===== config.mk =====
export PLATFORM = sky130hd
export DESIGN_NAME = ads_ctrl_top
export DESIGN_NICKNAME = d
export VERILOG_FILES = /design/src/ads_cmd_pkg.sv /design/src/spi_link_pkg.sv /design/src/ads_cmd_sequencer.sv /design/src/ads_ctrl_top.sv /design/src/ads_request_regs.sv /design/src/spi_byte_master.sv
export VERILOG_INCLUDE_DIRS = /design/src
export SDC_FILE = /design/constraint.sdc
export NUM_CORES = 1
export LEC_CHECK = 0
export ABC_CLOCK_PERIOD_IN_PS = 2100
export BUFFER_PORTS_ARGS = -buffer_cell sky130_fd_sc_hd__buf_2
export CORE_MARGIN = 8
export CORE_UTILIZATION = 51
export CTS_CLUSTER_DIAMETER = 50
export DETAILED_ROUTE_END_ITERATION = 10
export MAX_ROUTING_LAYER = met4
export PLACE_DENSITY_LB_ADDON = 0.1
export SKIP_CTS_REPAIR_TIMING = 1
export SLEW_MARGIN = 20
export SYNTH_ARGS = -nofsm -noshare
export SYNTH_HDL_FRONTEND = slang
export SYNTH_SLANG_ARGS = --single-unit

===== constraint.sdc =====
create_clock -name clk -period 2.1 [get_ports clk]
set_input_delay 0.315 -clock clk [delete_from_list [all_inputs] [get_ports clk]]
set_output_delay 0.315 -clock clk [all_outputs]
set_load 0.02 [all_outputs]

===== src/ads_macros.svh =====
// Timing constants for the ADS command controller
// SPI clock divide, chip select hold and reset pulse length
`ifndef ADS_MACROS_SVH
`define ADS_MACROS_SVH

// System clocks per half SPI bit, at least 2
`define CLKS_PER_HALF_BIT 4

// Cycles csn stays low after the last byte
`define CS_HOLD_CYCLES 8

`define RESET_PULSE_CYCLES 4   // Low time of the converter reset pin

`endif


===== src/ads_cmd_pkg.sv =====
// Converter protocol types
// Host control code, request struct, opcodes and command bytes
`default_nettype none

package ads_cmd_pkg;

  // Host control code, values 4 to 7 behave as IDLE
  typedef enum logic [2:0] {
    CTRL_IDLE   = 3'd0,
    CTRL_SYSCMD = 3'd1,
    CTRL_WREG   = 3'd2,
    CTRL_RREG   = 3'd3
  } ads_ctrl_e;

  // Host request as one level
  typedef struct packed {
    ads_ctrl_e   ctrl;              // Operation select
    logic [7:0]  cmd;               // System command byte
    logic [4:0]  addr;              // Register address
    logic [7:0]  wdata;             // Register write data
  } ads_req_t;

  //////////////////////////////
  // System command bytes
  localparam logic [7:0] CMD_RESET = 8'h06;   // Done on the reset pin
  localparam logic [7:0] CMD_START = 8'h08;   // Done on the start pin
  localparam logic [7:0] CMD_STOP  = 8'h0A;   // Done on the start pin

  // Register access opcodes
  localparam logic [2:0] OP_RREG    = 3'b001;  // 001a_aaaa
  localparam logic [2:0] OP_WREG    = 3'b010;  // 010a_aaaa
  localparam logic [7:0] REG_COUNT  = 8'h00;   // One register per access
  localparam logic [7:0] DUMMY_BYTE = 8'h00;   // Clocks the read data out

endpackage

`default_nettype wire


===== src/spi_link_pkg.sv =====
// Serial link types
// Byte type plus transmit and receive byte structs for the SPI master
`default_nettype none

package spi_link_pkg;

  typedef logic [7:0] spi_byte_t;   // One serial byte

  // Byte handed to the SPI master
  typedef struct packed {
    logic      send;                // One cycle send strobe
    spi_byte_t data;                // Byte for MOSI, MSB first
  } spi_tx_t;

  // Byte returned by the SPI master
  typedef struct packed {
    logic      valid;               // One cycle received strobe
    spi_byte_t data;                // Byte collected from MISO
  } spi_rx_t;

endpackage

`default_nettype wire


===== src/ads_cmd_sequencer.sv =====
// Command sequencer for the ADS converter
// Pin commands, SPI byte sequences, csn framing and register read results
// One hold counter times both the reset pulse and the csn hold
`timescale 1ns/1ps
`default_nettype none
`include "ads_macros.svh"

module ads_cmd_sequencer
  import spi_link_pkg::*;
  import ads_cmd_pkg::*;
(
  input  wire           clk,
  input  wire           rstn,
  input  wire ads_req_t i_req,          // Registered host request
  input  wire           i_tx_ready,     // SPI master free
  input  wire spi_rx_t  i_rx,           // Received byte strobe
  output logic          o_idle,         // Operands may load
  output spi_tx_t       o_tx,           // Byte to the SPI master
  output logic          o_busy,
  output logic          o_rd_valid,     // One cycle read result
  output spi_byte_t     o_rd_data,
  output logic          o_ads_start,    // Converter START pin
  output logic          o_ads_resetn,   // Converter RESET pin, active low
  output logic          o_spi_csn
);

  localparam int HOLD_MAX = (`CS_HOLD_CYCLES > `RESET_PULSE_CYCLES) ?
                            `CS_HOLD_CYCLES : `RESET_PULSE_CYCLES;
  localparam int HOLD_W   = (HOLD_MAX > 1) ? $clog2(HOLD_MAX) : 1;

  typedef enum logic [2:0] {
    ST_IDLE,
    ST_PIN,                             // START or STOP pin set
    ST_RESET_PULSE,
    ST_SEND,                            // Wait for the master, then strobe
    ST_WAIT_BYTE,
    ST_CS_HOLD
  } state_e;

  state_e            state;
  ads_ctrl_e         op_q;              // Operation in progress
  logic [1:0]        byte_idx;          // Byte within the frame
  logic [1:0]        last_idx;
  logic [HOLD_W-1:0] hold_cnt;
  spi_byte_t         tx_byte;
  logic              is_syscmd;

  assign o_idle    = (state == ST_IDLE);
  assign is_syscmd = (i_req.ctrl == CTRL_SYSCMD);
  assign last_idx  = (op_q == CTRL_SYSCMD) ? 2'd0 : 2'd2;   // 1 or 3 bytes

  //////////////////////////////
  // Next byte of the frame
  always_comb begin
    case (byte_idx)
      2'd0: begin
        if (op_q == CTRL_SYSCMD) begin
          tx_byte = i_req.cmd;
        end else begin
          tx_byte = {(op_q == CTRL_RREG) ? OP_RREG : OP_WREG, i_req.addr};
        end
      end
      2'd1:    tx_byte = REG_COUNT;
      default: tx_byte = (op_q == CTRL_WREG) ? i_req.wdata : DUMMY_BYTE;
    endcase
  end

  assign o_tx = '{send: (state == ST_SEND) && i_tx_ready, data: tx_byte};

  //////////////////////////////
  // Main FSM
  always_ff @(posedge clk or negedge rstn) begin
    if (!rstn) begin
      state        <= ST_IDLE;
      op_q         <= CTRL_IDLE;
      byte_idx     <= '0;
      hold_cnt     <= '0;
      o_busy       <= 1'b0;
      o_rd_valid   <= 1'b0;
      o_rd_data    <= '0;
      o_ads_start  <= 1'b0;
      o_ads_resetn <= 1'b1;
      o_spi_csn    <= 1'b1;
    end else begin
      o_rd_valid <= 1'b0;
      case (state)
        ST_IDLE: begin
          if (i_req.ctrl != CTRL_IDLE) begin
            o_busy   <= 1'b1;
            op_q     <= i_req.ctrl;
            byte_idx <= '0;
            if (is_syscmd && i_req.cmd == CMD_START) begin
              o_ads_start <= 1'b1;
              state       <= ST_PIN;
            end else if (is_syscmd && i_req.cmd == CMD_STOP) begin
              o_ads_start <= 1'b0;
              state       <= ST_PIN;
            end else if (is_syscmd && i_req.cmd == CMD_RESET) begin
              o_ads_resetn <= 1'b0;
              hold_cnt     <= HOLD_W'(`RESET_PULSE_CYCLES - 1);
              state        <= ST_RESET_PULSE;
            end else begin
              o_spi_csn <= 1'b0;                 // Frame opens with busy
              state     <= ST_SEND;
            end
          end
        end
        ST_PIN: begin
          o_busy <= 1'b0;
          state  <= ST_IDLE;
        end
        ST_RESET_PULSE: begin
          if (hold_cnt == '0) begin
            o_ads_resetn <= 1'b1;
            o_busy       <= 1'b0;
            state        <= ST_IDLE;
          end else begin
            hold_cnt <= hold_cnt - 1'b1;
          end
        end
        ST_SEND: begin
          if (i_tx_ready) state <= ST_WAIT_BYTE;  // Strobe goes out now
        end
        ST_WAIT_BYTE: begin
          if (i_rx.valid) begin
            if (byte_idx == last_idx) begin
              hold_cnt <= HOLD_W'(`CS_HOLD_CYCLES - 1);
              state    <= ST_CS_HOLD;
              if (op_q == CTRL_RREG) begin
                o_rd_valid <= 1'b1;              // Byte seen during the dummy
                o_rd_data  <= i_rx.data;
              end
            end else begin
              byte_idx <= byte_idx + 1'b1;
              state    <= ST_SEND;
            end
          end
        end
        ST_CS_HOLD: begin
          if (hold_cnt == '0) begin
            o_spi_csn <= 1'b1;
            o_busy    <= 1'b0;
            state     <= ST_IDLE;
          end else begin
            hold_cnt <= hold_cnt - 1'b1;
          end
        end
        default: state <= ST_IDLE;
      endcase
    end
  end

  //////////////////////////////
  // Checks
  a_csn_within_busy : assert property (
    @(posedge clk) disable iff (!rstn) !o_spi_csn |-> o_busy
  ) else $error("ads_cmd_sequencer: csn low outside an operation");

  a_rd_valid_in_read : assert property (
    @(posedge clk) disable iff (!rstn) o_rd_valid |-> (op_q == CTRL_RREG) && o_busy
  ) else $error("ads_cmd_sequencer: read valid outside a register read");

  a_reset_pulse_len : assert property (
    @(posedge clk) disable iff (!rstn)
      $fell(o_ads_resetn) |-> ##[1:`RESET_PULSE_CYCLES] o_ads_resetn
  ) else $error("ads_cmd_sequencer: reset pin held low too long");

endmodule

`default_nettype wire


===== src/ads_ctrl_top.sv =====
// Top level of the ADS command controller
// Request registers, command sequencer and mode 0 SPI master
`timescale 1ns/1ps
`default_nettype none
`include "ads_macros.svh"

module ads_ctrl_top
  import spi_link_pkg::*;
  import ads_cmd_pkg::*;
(
  input  wire           clk,
  input  wire           rstn,
  input  wire ads_req_t i_req,          // Host request level
  input  wire           i_spi_miso,
  output logic          o_busy,
  output logic          o_rd_valid,
  output spi_byte_t     o_rd_data,
  output logic          o_ads_start,
  output logic          o_ads_resetn,
  output logic          o_spi_csn,
  output logic          o_spi_clk,
  output logic          o_spi_mosi
);

  ads_req_t req_q;                      // Registered request
  logic     seq_idle;
  logic     tx_ready;
  spi_tx_t  spi_tx;
  spi_rx_t  spi_rx;

  ads_request_regs i_req_regs (
    .clk    (clk),
    .rstn   (rstn),
    .i_req  (i_req),
    .i_idle (seq_idle),
    .o_req  (req_q)
  );

  ads_cmd_sequencer i_seq (
    .clk          (clk),
    .rstn         (rstn),
    .i_req        (req_q),
    .i_tx_ready   (tx_ready),
    .i_rx         (spi_rx),
    .o_idle       (seq_idle),
    .o_tx         (spi_tx),
    .o_busy       (o_busy),
    .o_rd_valid   (o_rd_valid),
    .o_rd_data    (o_rd_data),
    .o_ads_start  (o_ads_start),
    .o_ads_resetn (o_ads_resetn),
    .o_spi_csn    (o_spi_csn)
  );

  spi_byte_master #(
    .CLKS_PER_HALF_BIT (`CLKS_PER_HALF_BIT)
  ) i_spi (
    .clk        (clk),
    .rstn       (rstn),
    .i_tx       (spi_tx),
    .o_tx_ready (tx_ready),
    .o_rx       (spi_rx),
    .o_spi_clk  (o_spi_clk),
    .i_spi_miso (i_spi_miso),
    .o_spi_mosi (o_spi_mosi)
  );

endmodule

`default_nettype wire


===== src/ads_request_regs.sv =====
// Host request registers
// Control code sampled every cycle, operands held while an operation runs
`timescale 1ns/1ps
`default_nettype none

module ads_request_regs
  import ads_cmd_pkg::*;
(
  input  wire           clk,
  input  wire           rstn,
  input  wire ads_req_t i_req,          // Host level request
  input  wire           i_idle,         // Sequencer can accept operands
  output ads_req_t      o_req
);

  ads_ctrl_e  ctrl_q;
  logic [7:0] cmd_q;
  logic [4:0] addr_q;
  logic [7:0] wdata_q;

  // Control code, unknown codes fold to IDLE
  always_ff @(posedge clk or negedge rstn) begin
    if (!rstn) begin
      ctrl_q <= CTRL_IDLE;
    end else begin
      case (i_req.ctrl)
        CTRL_SYSCMD, CTRL_WREG, CTRL_RREG: ctrl_q <= i_req.ctrl;
        default:                           ctrl_q <= CTRL_IDLE;
      endcase
    end
  end

  // Operands frozen once the sequencer leaves idle
  always_ff @(posedge clk) begin
    if (i_idle) begin
      cmd_q   <= i_req.cmd;
      addr_q  <= i_req.addr;
      wdata_q <= i_req.wdata;
    end
  end

  assign o_req = '{ctrl: ctrl_q, cmd: cmd_q, addr: addr_q, wdata: wdata_q};

endmodule

`default_nettype wire


===== src/spi_byte_master.sv =====
// SPI master, mode 0 only
// One byte out on MOSI and one byte in from MISO per send strobe
// Chip select is left to the caller
`timescale 1ns/1ps
`default_nettype none

module spi_byte_master
  import spi_link_pkg::*;
#(
  parameter int CLKS_PER_HALF_BIT = 4     // At least 2
) (
  input  wire          clk,
  input  wire          rstn,
  input  wire spi_tx_t i_tx,              // Send strobe and byte
  output logic         o_tx_ready,        // High when a new byte may start
  output spi_rx_t      o_rx,              // Received strobe and byte
  output logic         o_spi_clk,
  input  wire          i_spi_miso,
  output logic         o_spi_mosi
);

  localparam int HALF_W = (CLKS_PER_HALF_BIT > 1) ? $clog2(CLKS_PER_HALF_BIT) : 1;
  localparam logic [HALF_W-1:0] HALF_LAST = HALF_W'(CLKS_PER_HALF_BIT - 1);

  logic              active;              // Byte in flight
  logic [HALF_W-1:0] half_cnt;            // Clocks within the half bit
  logic [4:0]        edge_cnt;            // SCLK edges still to come
  logic [7:0]        tx_shift;            // MSB drives MOSI
  logic [7:0]        rx_shift;            // MISO bits, LSB newest
  logic              rx_valid;
  logic              half_done;

  assign half_done  = active && (half_cnt == HALF_LAST);
  assign o_tx_ready = !active;
  assign o_spi_mosi = tx_shift[7];
  assign o_rx       = '{valid: rx_valid, data: rx_shift};

  //////////////////////////////
  // Clock divider and edge sequencing
  always_ff @(posedge clk or negedge rstn) begin
    if (!rstn) begin
      active    <= 1'b0;
      half_cnt  <= '0;
      edge_cnt  <= '0;
      o_spi_clk <= 1'b0;
      tx_shift  <= '0;
      rx_valid  <= 1'b0;
    end else begin
      rx_valid <= 1'b0;                   // Pulse only
      if (i_tx.send && !active) begin
        active   <= 1'b1;
        half_cnt <= '0;
        edge_cnt <= 5'd16;                // 8 rising and 8 falling
        tx_shift <= i_tx.data;            // Bit 7 on MOSI at once
      end else if (active) begin
        half_cnt <= half_done ? '0 : half_cnt + 1'b1;
        if (half_done) begin
          o_spi_clk <= !o_spi_clk;
          edge_cnt  <= edge_cnt - 1'b1;
          if (o_spi_clk) begin
            // Falling edge moves the next bit onto MOSI
            tx_shift <= {tx_shift[6:0], 1'b0};
            if (edge_cnt == 5'd1) begin
              active   <= 1'b0;           // Ready again with the strobe
              rx_valid <= 1'b1;
            end
          end
        end
      end
    end
  end

  // MISO sampled as SCLK rises
  always_ff @(posedge clk) begin
    if (half_done && !o_spi_clk) begin
      rx_shift <= {rx_shift[6:0], i_spi_miso};
    end
  end

  //////////////////////////////
  // Protocol checks
  a_no_send_while_busy : assert property (
    @(posedge clk) disable iff (!rstn) i_tx.send |-> o_tx_ready
  ) else $error("spi_byte_master: send strobe while a byte is in flight");

  a_sclk_idle_low : assert property (
    @(posedge clk) disable iff (!rstn) o_tx_ready |-> !o_spi_clk
  ) else $error("spi_byte_master: SCLK high while idle");

endmodule

`default_nettype wire


==> results of run 1 <==
cell usage after synthesis, types with 7 or more instances:
library cell	n
sky130_fd_sc_hd__dfrtp_1	43
sky130_fd_sc_hd__edfxtp_1	29
sky130_fd_sc_hd__nand2_1	22
sky130_fd_sc_hd__mux2_2	15
sky130_fd_sc_hd__o21ai_0	15
sky130_fd_sc_hd__nor2_1	12
sky130_fd_sc_hd__a21oi_1	9
sky130_fd_sc_hd__inv_1	9
sky130_fd_sc_hd__nand2b_1	8
sky130_fd_sc_hd__ha_1	7
sky130_fd_sc_hd__mux2i_1	7
cells by family (layout without fill, tap and decap cells):
kind of cell	after synthesis	in the layout	share of synthesized area
compound gates	49	49	0.102
buf+inv	17	79	0.0198
fa+ha+maj	7	7	0.0272
simple gates	80	80	0.141
xor+xnor	4	4	0.0132
other cells	1	1	0.00117
mux	22	22	0.0743
flops	74	74	0.622
layer usage:
| metal | track usage | wire length (um) |
|---|---|---|
| met4 | 0.0768 | 108 |
| met5 | - | 0 |
| met2 | 0.212 | 2750 |
| met3 | 0.0339 | 286 |
| met1 | 0.197 | 2960 |
worst paths after layout:
check / from / endpoint / slack, ps
worst min register to register: i_spi.rx_shift[6]$_DFFE_PP_ / i_spi.rx_shift[7]$_DFFE_PP_ / 450
max in group asynchronous: rstn / i_seq.o_ads_resetn$_DFFE_PN1P_ / 1650
worst min-delay path: rstn / i_spi.edge_cnt[0]$_DFFE_PN0P_ / 50
worst max-delay path: i_seq.op_q[1]$_DFFE_PN0P_ / i_seq.hold_cnt[0]$_DFFE_PN0P_ / 170
min in group clk: i_req[23] / i_req_regs.ctrl_q[0]$_DFF_PN0_ / 130
worst max register to register: i_seq.op_q[1]$_DFFE_PN0P_ / i_seq.hold_cnt[0]$_DFFE_PN0P_ / 170
power by group through the flow:
stage / Sequential [mW] / Clock [mW] / Combinational [mW]
final: 2.30 / 0.960 / 1.41
after floorplan: 2.29 / 0 / 0.988
after detailed placement: 2.33 / 0 / 1.41
after global routing: 2.36 / 1.05 / 1.59
after global placement: 2.32 / 0 / 1.39
after CTS: 2.30 / 0.990 / 1.42
cell type report:
class	instances	area (um^2)	area share
Timing Repair Buffer	54	303	0.0803
Tap cell	77	96.3	0.0256
Multi-Input combinational cell	163	1160	0.309
Inverter	9	37.5	0.00996
Clock buffer	10	128	0.0339
Clock inverter	6	41.3	0.0110
Sequential cell	74	2000	0.530
per-stage QoR:
step | power [mW] | hold slack, ps | worst slack (ps)
6_report | 4.67 | 49.5 | 167
2_1_floorplan | 3.28 | 19.4 | 186
3_5_place_dp | 3.74 | 435 | 193
4_1_cts | 4.71 | 67.5 | 161
5_1_grt | 5.00 | 108 | 45.3
3_3_place_gp | 3.70 | 432 | 277
registers in the layout (all words and copies together) (netlist names), 2 cells and up:
signal              count
i_req_regs.addr_q       5
i_spi.tx_shift          8
i_spi.rx_shift          8
i_spi.edge_cnt          5
i_req_regs.cmd_q        8
i_seq.hold_cnt          3
i_spi.half_cnt          2
i_req_regs.ctrl_q       3
i_seq.byte_idx          2
i_seq.state             3
i_req_regs.wdata_q      8
i_seq.o_rd_data         8
i_seq.op_q              3
==> summary by stage, run 1 <==
Floorplanning
For this configuration, the core starts out at a cell density of 0.515. After floorplanning, the core was sized to cover ~6200 um^2. In this run the vertical extent of the chip is roughly 95 um. The number of placement rows is 29.

The die is 95.4 um wide. The die footprint is 9100 um^2. The count of boundary I/O pins is 42.

Critical path
The biggest fanout along the worst timing path is 6. The number of cell instances on the worst register-to-register path is 5. The critical path class is reg -> reg.

The signal arrival time at the worst endpoint is between 2000 and 2500 ps. The data required time of the critical path is between 2000 and 2500 ps. The critical path goes through nor3b_4 > xnor2_2 > o21ai_0 > nand2_1 > mux2_2.

The endpoint kind of the worst setup timing path is a flop. The slowest stage of the critical path belongs to the cell sky130_fd_sc_hd__o21ai_0. The number of buffer and inverter stages on the critical path is 0. STA classifies the critical path startpoint as a flop. Broken down by cell family, the worst path's largest delay share belongs to compound AO/OA/AOI/OAI gates. The path length in cells of the critical path is 5.

On the worst path, the slowest cell contributes a delay of ~500 ps.

Power and ir drop
The total internal power is around 3.1 mW. The power density of the placed cells is between 1000 and 1500 nW/um^2. The share of total power dissipated in sequential elements is 0.493. The share of total power dissipated in combinational logic is 0.301.

The reported net switching power is 1.60 mW. The clock share of power is 0.206. Of the total power, the share spent switching nets is 0.343.

The worst-case vdd ir drop is between 600 and 700 uV. The analysis attributes to cell leakage a power of 1.64 nW.

Finish
The count of antenna diodes in the layout is 0. The final non-filler cell area is between 3000 and 4000 um^2. The library cell used most frequently in the layout, excluding fill and tap cells, is sky130_fd_sc_hd__dfrtp_1.

At the end of the flow the core is filled with cells to 0.604. Of the cells placed in the final design, the portion with a size suffix greater than 1 is 0.297. Fill cells in the final layout number around 530. The area growth from synthesis to layout is 17.2%. In the final design database the tool counted roughly 350 nets. In the layout the commonest cells are 43 x sky130_fd_sc_hd__dfrtp_1, 41 x sky130_fd_sc_hd__buf_2, 29 x sky130_fd_sc_hd__edfxtp_1, 22 x sky130_fd_sc_hd__nand2_1. The non-filler instance count after layout is 393.

Clock tree
The count of H-tree levels built during CTS is 3. In this run, CTS created clock tree buffers numbering 9. For the worst-skew pair, the clock arrives at the later sink with an insertion delay of around 340 ps. The clock tree from TritonCTS is done. The clock passes through at most 2 buffers.

The clock root buffer is sky130_fd_sc_hd__clkbuf_8. After clock tree synthesis, the clock-pin slew on the worst setup and hold paths is 80 ps. The sink count of the clock tree is 74.

Timing
The slew at the pin with the worst max-slew slack is between 500 and 600 ps. Setup repair after global routing left no endpoint under its margin. The setup TNS after final layout is 0 ps.

The number of hold violations in the final report is 0. Dividing the final minimum period by the clock period gives 0.920. The clock arrives with 10.0 ps of skew. The maximum clock frequency is 0.517 GHz.

The worst path needs roughly 1900 ps of the cycle, external delays included. The final-report max-slew violation count is 0. Measured against its own limit, the worst slew margin works out to 0.607. Setup violations remaining at the end of the flow were counted as 0.

Min path
The path category of the worst min-delay check is in -> async.

Synth
The cell area after synthesis is between 3000 and 4000 um^2. Synthesis inferred 74 register bits. The cell type with the highest aggregate area in the netlist is sky130_fd_sc_hd__dfrtp_1.

The mean cell area of the mapped netlist is 12.7 um^2. The number of enable flip-flop cells after synthesis is 29. The synthesized net count is ~290. By area the synthesized netlist is led by sky130_fd_sc_hd__dfrtp_1 33%, sky130_fd_sc_hd__edfxtp_1 27%, sky130_fd_sc_hd__mux2_2 5.3%, sky130_fd_sc_hd__ha_1 2.7%, sky130_fd_sc_hd__nand2_1 2.6%. The cell count after synthesis is 254. During synthesis, Yosys emitted a total of 0 warnings.

The fraction of registers with async set or reset after synthesis is 0.608. For this run, the leading register cell type out of synthesis is sky130_fd_sc_hd__dfrtp_1. The share of the Yosys chip area taken by registers is 0.622. Counting distinct cell types in the post-synthesis netlist gives 48. Of the post-synthesis cell area, the dominant cell type holds 0.335.

Global routing
Entering global routing, the biggest net connects between 40 and 50 pins. The number of antenna violations at the first check in global routing is 0. The total track usage is 0.149. The number of global-route vias before repair is roughly 2,100.

The first global-routing pass estimated about 10,000 um of wire. The total overflow reported by the global router is 0.

Flow run
The total of max-cap violations is 0.

Routing
In this run the remaining antenna-violating nets after routing total 0. The routed via count is 2,124. The number of remaining DRC errors is 0.

The final wirelength is approximately 6100 um. The count of routing violations after the opening detailed-route iteration is 70. The post-detailed-route via-to-cell ratio is 5.40.

Dividing the detail-routed wire length by the instance count gives 15.5 um. Before antenna repair, the detailed router went through 4 iterations.

Place
The instance area at placement is approximately 3600 um^2. The detailed-placement wirelength estimate is 4370 um. The number of I/O port buffers is 41. The total placed cells including tap cells is approximately 380. The placer congestion estimate is around 0.80.

Status
The run finished with clean final reports.
Note: power is estimated with default switching activity, not from simulation.
==> inputs of run 2 (changes only) <==
--- a/config.mk
+++ b/config.mk
@@ -8,8 +8,9 @@
 export LEC_CHECK = 0
 export ABC_CLOCK_PERIOD_IN_PS = 2100
 export BUFFER_PORTS_ARGS = -buffer_cell sky130_fd_sc_hd__buf_2
+export CORE_ASPECT_RATIO = 0.5
 export CORE_MARGIN = 8
-export CORE_UTILIZATION = 51
+export CORE_UTILIZATION = 30
 export CTS_CLUSTER_DIAMETER = 50
 export DETAILED_ROUTE_END_ITERATION = 10
 export MAX_ROUTING_LAYER = met4
==> summary by stage, run 2 (synthesis gave the netlist of run 1 again) <==
Critical path
The signal arrival time at the worst endpoint is 2120 ps (-40 ps). The start of the worst register-to-register path is i_req_regs.cmd_q[0]$_DFFE_PN_. The critical path class is reg -> reg.

The category of cells accounting for the largest share of critical-path delay is simple AND/OR/NAND/NOR gates. Walking the worst path, the cells encountered are nor4bb_1 > nand4_1 > a22oi_2 > nand2_1 > mux2_2. The biggest fanout along the worst timing path is 4 (-2).

The worst setup path is launched from a flop. The slowest stage of the critical path belongs to the cell sky130_fd_sc_hd__edfxtp_1. The maximum single-stage delay on the critical path is 400 ps (-100 ps). The worst setup path is captured at a flop. The data required time of the critical path was 2310 ps (about the same). The number of buffer and inverter stages on the critical path is 0 (unchanged).

The launching element of the worst setup path is i_req_regs.cmd_q[0]$_DFFE_PN_.

Global routing
The total track usage was 0.108 (-0.0416). The total overflow reported by the global router is 0 (unchanged). The number of antenna violations at the first check in global routing was 0 (unchanged). The largest net degree at the start of global routing is 46 (unchanged). The number of global-route vias before repair came to 2,329 (+11%). The wire length of the first global-routing pass is 11,700 um (+16%).

Finish
The area added between synthesis and finish is 23.7%. In the layout the commonest cells are 43 x sky130_fd_sc_hd__dfrtp_1, 41 x sky130_fd_sc_hd__buf_2, 29 x sky130_fd_sc_hd__edfxtp_1, 22 x sky130_fd_sc_hd__nand2_1. The count of antenna diodes in the layout is 0 (unchanged). The number of nets in the layout is 347 (+0.58%). The non-filler instance count after layout is 458 (+17%). The share of cells above drive strength 1 came to 0.292 (-0.00502). The most common cell after layout, fill and taps aside is sky130_fd_sc_hd__dfrtp_1.

Routing
The number of detailed-route iterations in the first pass was 4 (unchanged). The number of nets still failing antenna checks after routing came to 0 (unchanged). The post-detailed-route via-to-cell ratio came to 4.76 (-12%). The final wirelength is 6890 um (+13%). The count of routing violations after the opening detailed-route iteration is 128 (+83%).

The routed via count came to 2,179 (+2.6%). The number of remaining DRC errors is 0 (unchanged). The routed wire length per instance is 15.1 um (-3.2%).

Clock tree
The cell sitting at the root of the clock tree is a sky130_fd_sc_hd__clkbuf_16. The clock network latency to the later pin of the worst-skew pair is 320 ps (-20 ps). The maximum buffer depth of the clock tree is 2 (unchanged). The clock tree from TritonCTS is done. The post-CTS clock slew at the launch and capture registers of the worst setup and hold paths was 60 ps (-20 ps).

The CTS buffer count came to 9 (unchanged). The sink count of the clock tree came to 74 (unchanged). The count of H-tree levels built during CTS is 3 (unchanged).

Floorplanning
The count of boundary I/O pins came to 42 (unchanged). The x dimension of the die is 162 um (+70%). The effective utilization at floorplan is 0.312 (-0.203). The core outline area is 10,300 um^2 (+65%).

The height of the die is 89.2 um (-6.5%). The die footprint was 14,500 um^2 (+59%). The number of placement rows was 26 (-10%).

Status
The flow ran to the end, and the final reports show no timing, DRC or antenna violations.

Timing
Setup repair after global routing left no endpoint under its margin. The clock tree skew after final layout is 4.39 ps (-5.66 ps). The number of hold violations in the final report is 0 (unchanged). The tightest slew margin relative to the limit came to 0.573 (-0.0337).

The slew at the pin with the worst max-slew slack is 639 ps (+55.4 ps). The setup TNS after final layout is 0 ps (unchanged). The maximum clock frequency is 0.524 GHz (+1.3%).

The final-report max-slew violation count was 0 (unchanged). The clock period minus worst slack is 1910 ps (-24.2 ps). The ratio of final minimum period to clock period was 0.909 (-0.0115). The count of final setup violators came to 0 (unchanged).

Power and ir drop
The clock share of power was 0.281 (+0.075). The power density of the placed cells is 1300 nW/um^2 (+5.1%). The combinational cell fraction of total power is 0.269 (-0.032). The total internal power is 3.55 mW (+16%).

The cell leakage power was 1.71 nW (+4.1%). The switching part of the total is 0.315 (-0.0286). The reported net switching power came to 1.63 mW (+1.7%). The worst-case vdd ir drop is 502 uV (-18%). The sequential power share was 0.449 (-0.044).

Place
The placer congestion estimate came to 0.775 (-2.7%). The total placed cells including tap cells is 442 (+17%). The detailed-placement wirelength estimate is 4970 um (+14%). The number of I/O port buffers is 41 (unchanged).

Min path
The path category of the worst min-delay check is in -> async.

Flow run
The total of max-cap violations is 0 (unchanged).
-- run 2: changes by cell type in the layout (fill, tap and decap cells not counted), sizes merged --
cell      previous run  this run
buf                 54        56
bufinv               0         1
clkbuf              10        12
clkinv               2         3
clkinvlp             4         1
inv                  9         8
-- run 2: path summary, 6_finish.rpt --
check                                                      end  slack (ps)  cells after the start
worst max register to register   i_seq.hold_cnt[0]$_DFFE_PN0P_         190                      5
worst min register to register     i_spi.rx_shift[6]$_DFFE_PP_         440                      0
worst max-delay path             i_seq.hold_cnt[0]$_DFFE_PN0P_         190                      5
worst min-delay path             i_seq.o_ads_start$_DFFE_PN0P_          80                      2
min in group clk                i_req_regs.ctrl_q[0]$_DFF_PN0_         160                      2
max in group asynchronous        i_spi.edge_cnt[2]$_DFFE_PN0P_        1580                      2
-- run 2: stage by stage --
stage	utilization	setup slack (ps)	power, mW	area, um^2	hold WS (ps)
4_1_cts	0.385	88.2	5.25	3970	107
2_1_floorplan	-	186	3.28	3230	19.4
3_3_place_gp	0.358	185	3.73	3690	429
5_1_grt	0.386	38.6	5.55	3980	125
6_report	0.386	191	5.18	3980	78.3
3_5_place_dp	0.358	92.0	3.76	3690	435
-- run 2: per-layer routing --
layer,wire (um),GRT usage,vias to the layer above
met5,0,-,-
met2,2980,0.160,41
met1,3550,0.132,1073
met4,80,0.0375,0
li1,-,-,1059
met3,281,0.0423,6
-- run 2: power by group through the flow --
stage / registers [mW] / logic [mW] / clock network (mW)
after floorplan: 2.29 / 0.988 / 0
after global placement: 2.34 / 1.38 / 0
after detailed placement: 2.35 / 1.41 / 0
after CTS: 2.33 / 1.42 / 1.50
after global routing: 2.39 / 1.59 / 1.57
final: 2.33 / 1.39 / 1.46
-- run 2: layout make-up --
| class | instances | area, um^2 |
|---|---|---|
| fill | 992 | 6330 |
| sequential | 74 | 2000 |
| multi-input combinational | 163 | 1170 |
| timing repair buffer | 56 | 318 |
| clock buffer | 12 | 236 |
| tap | 140 | 175 |
| clock inverter | 4 | 42.5 |
| inverter | 9 | 37.5 |
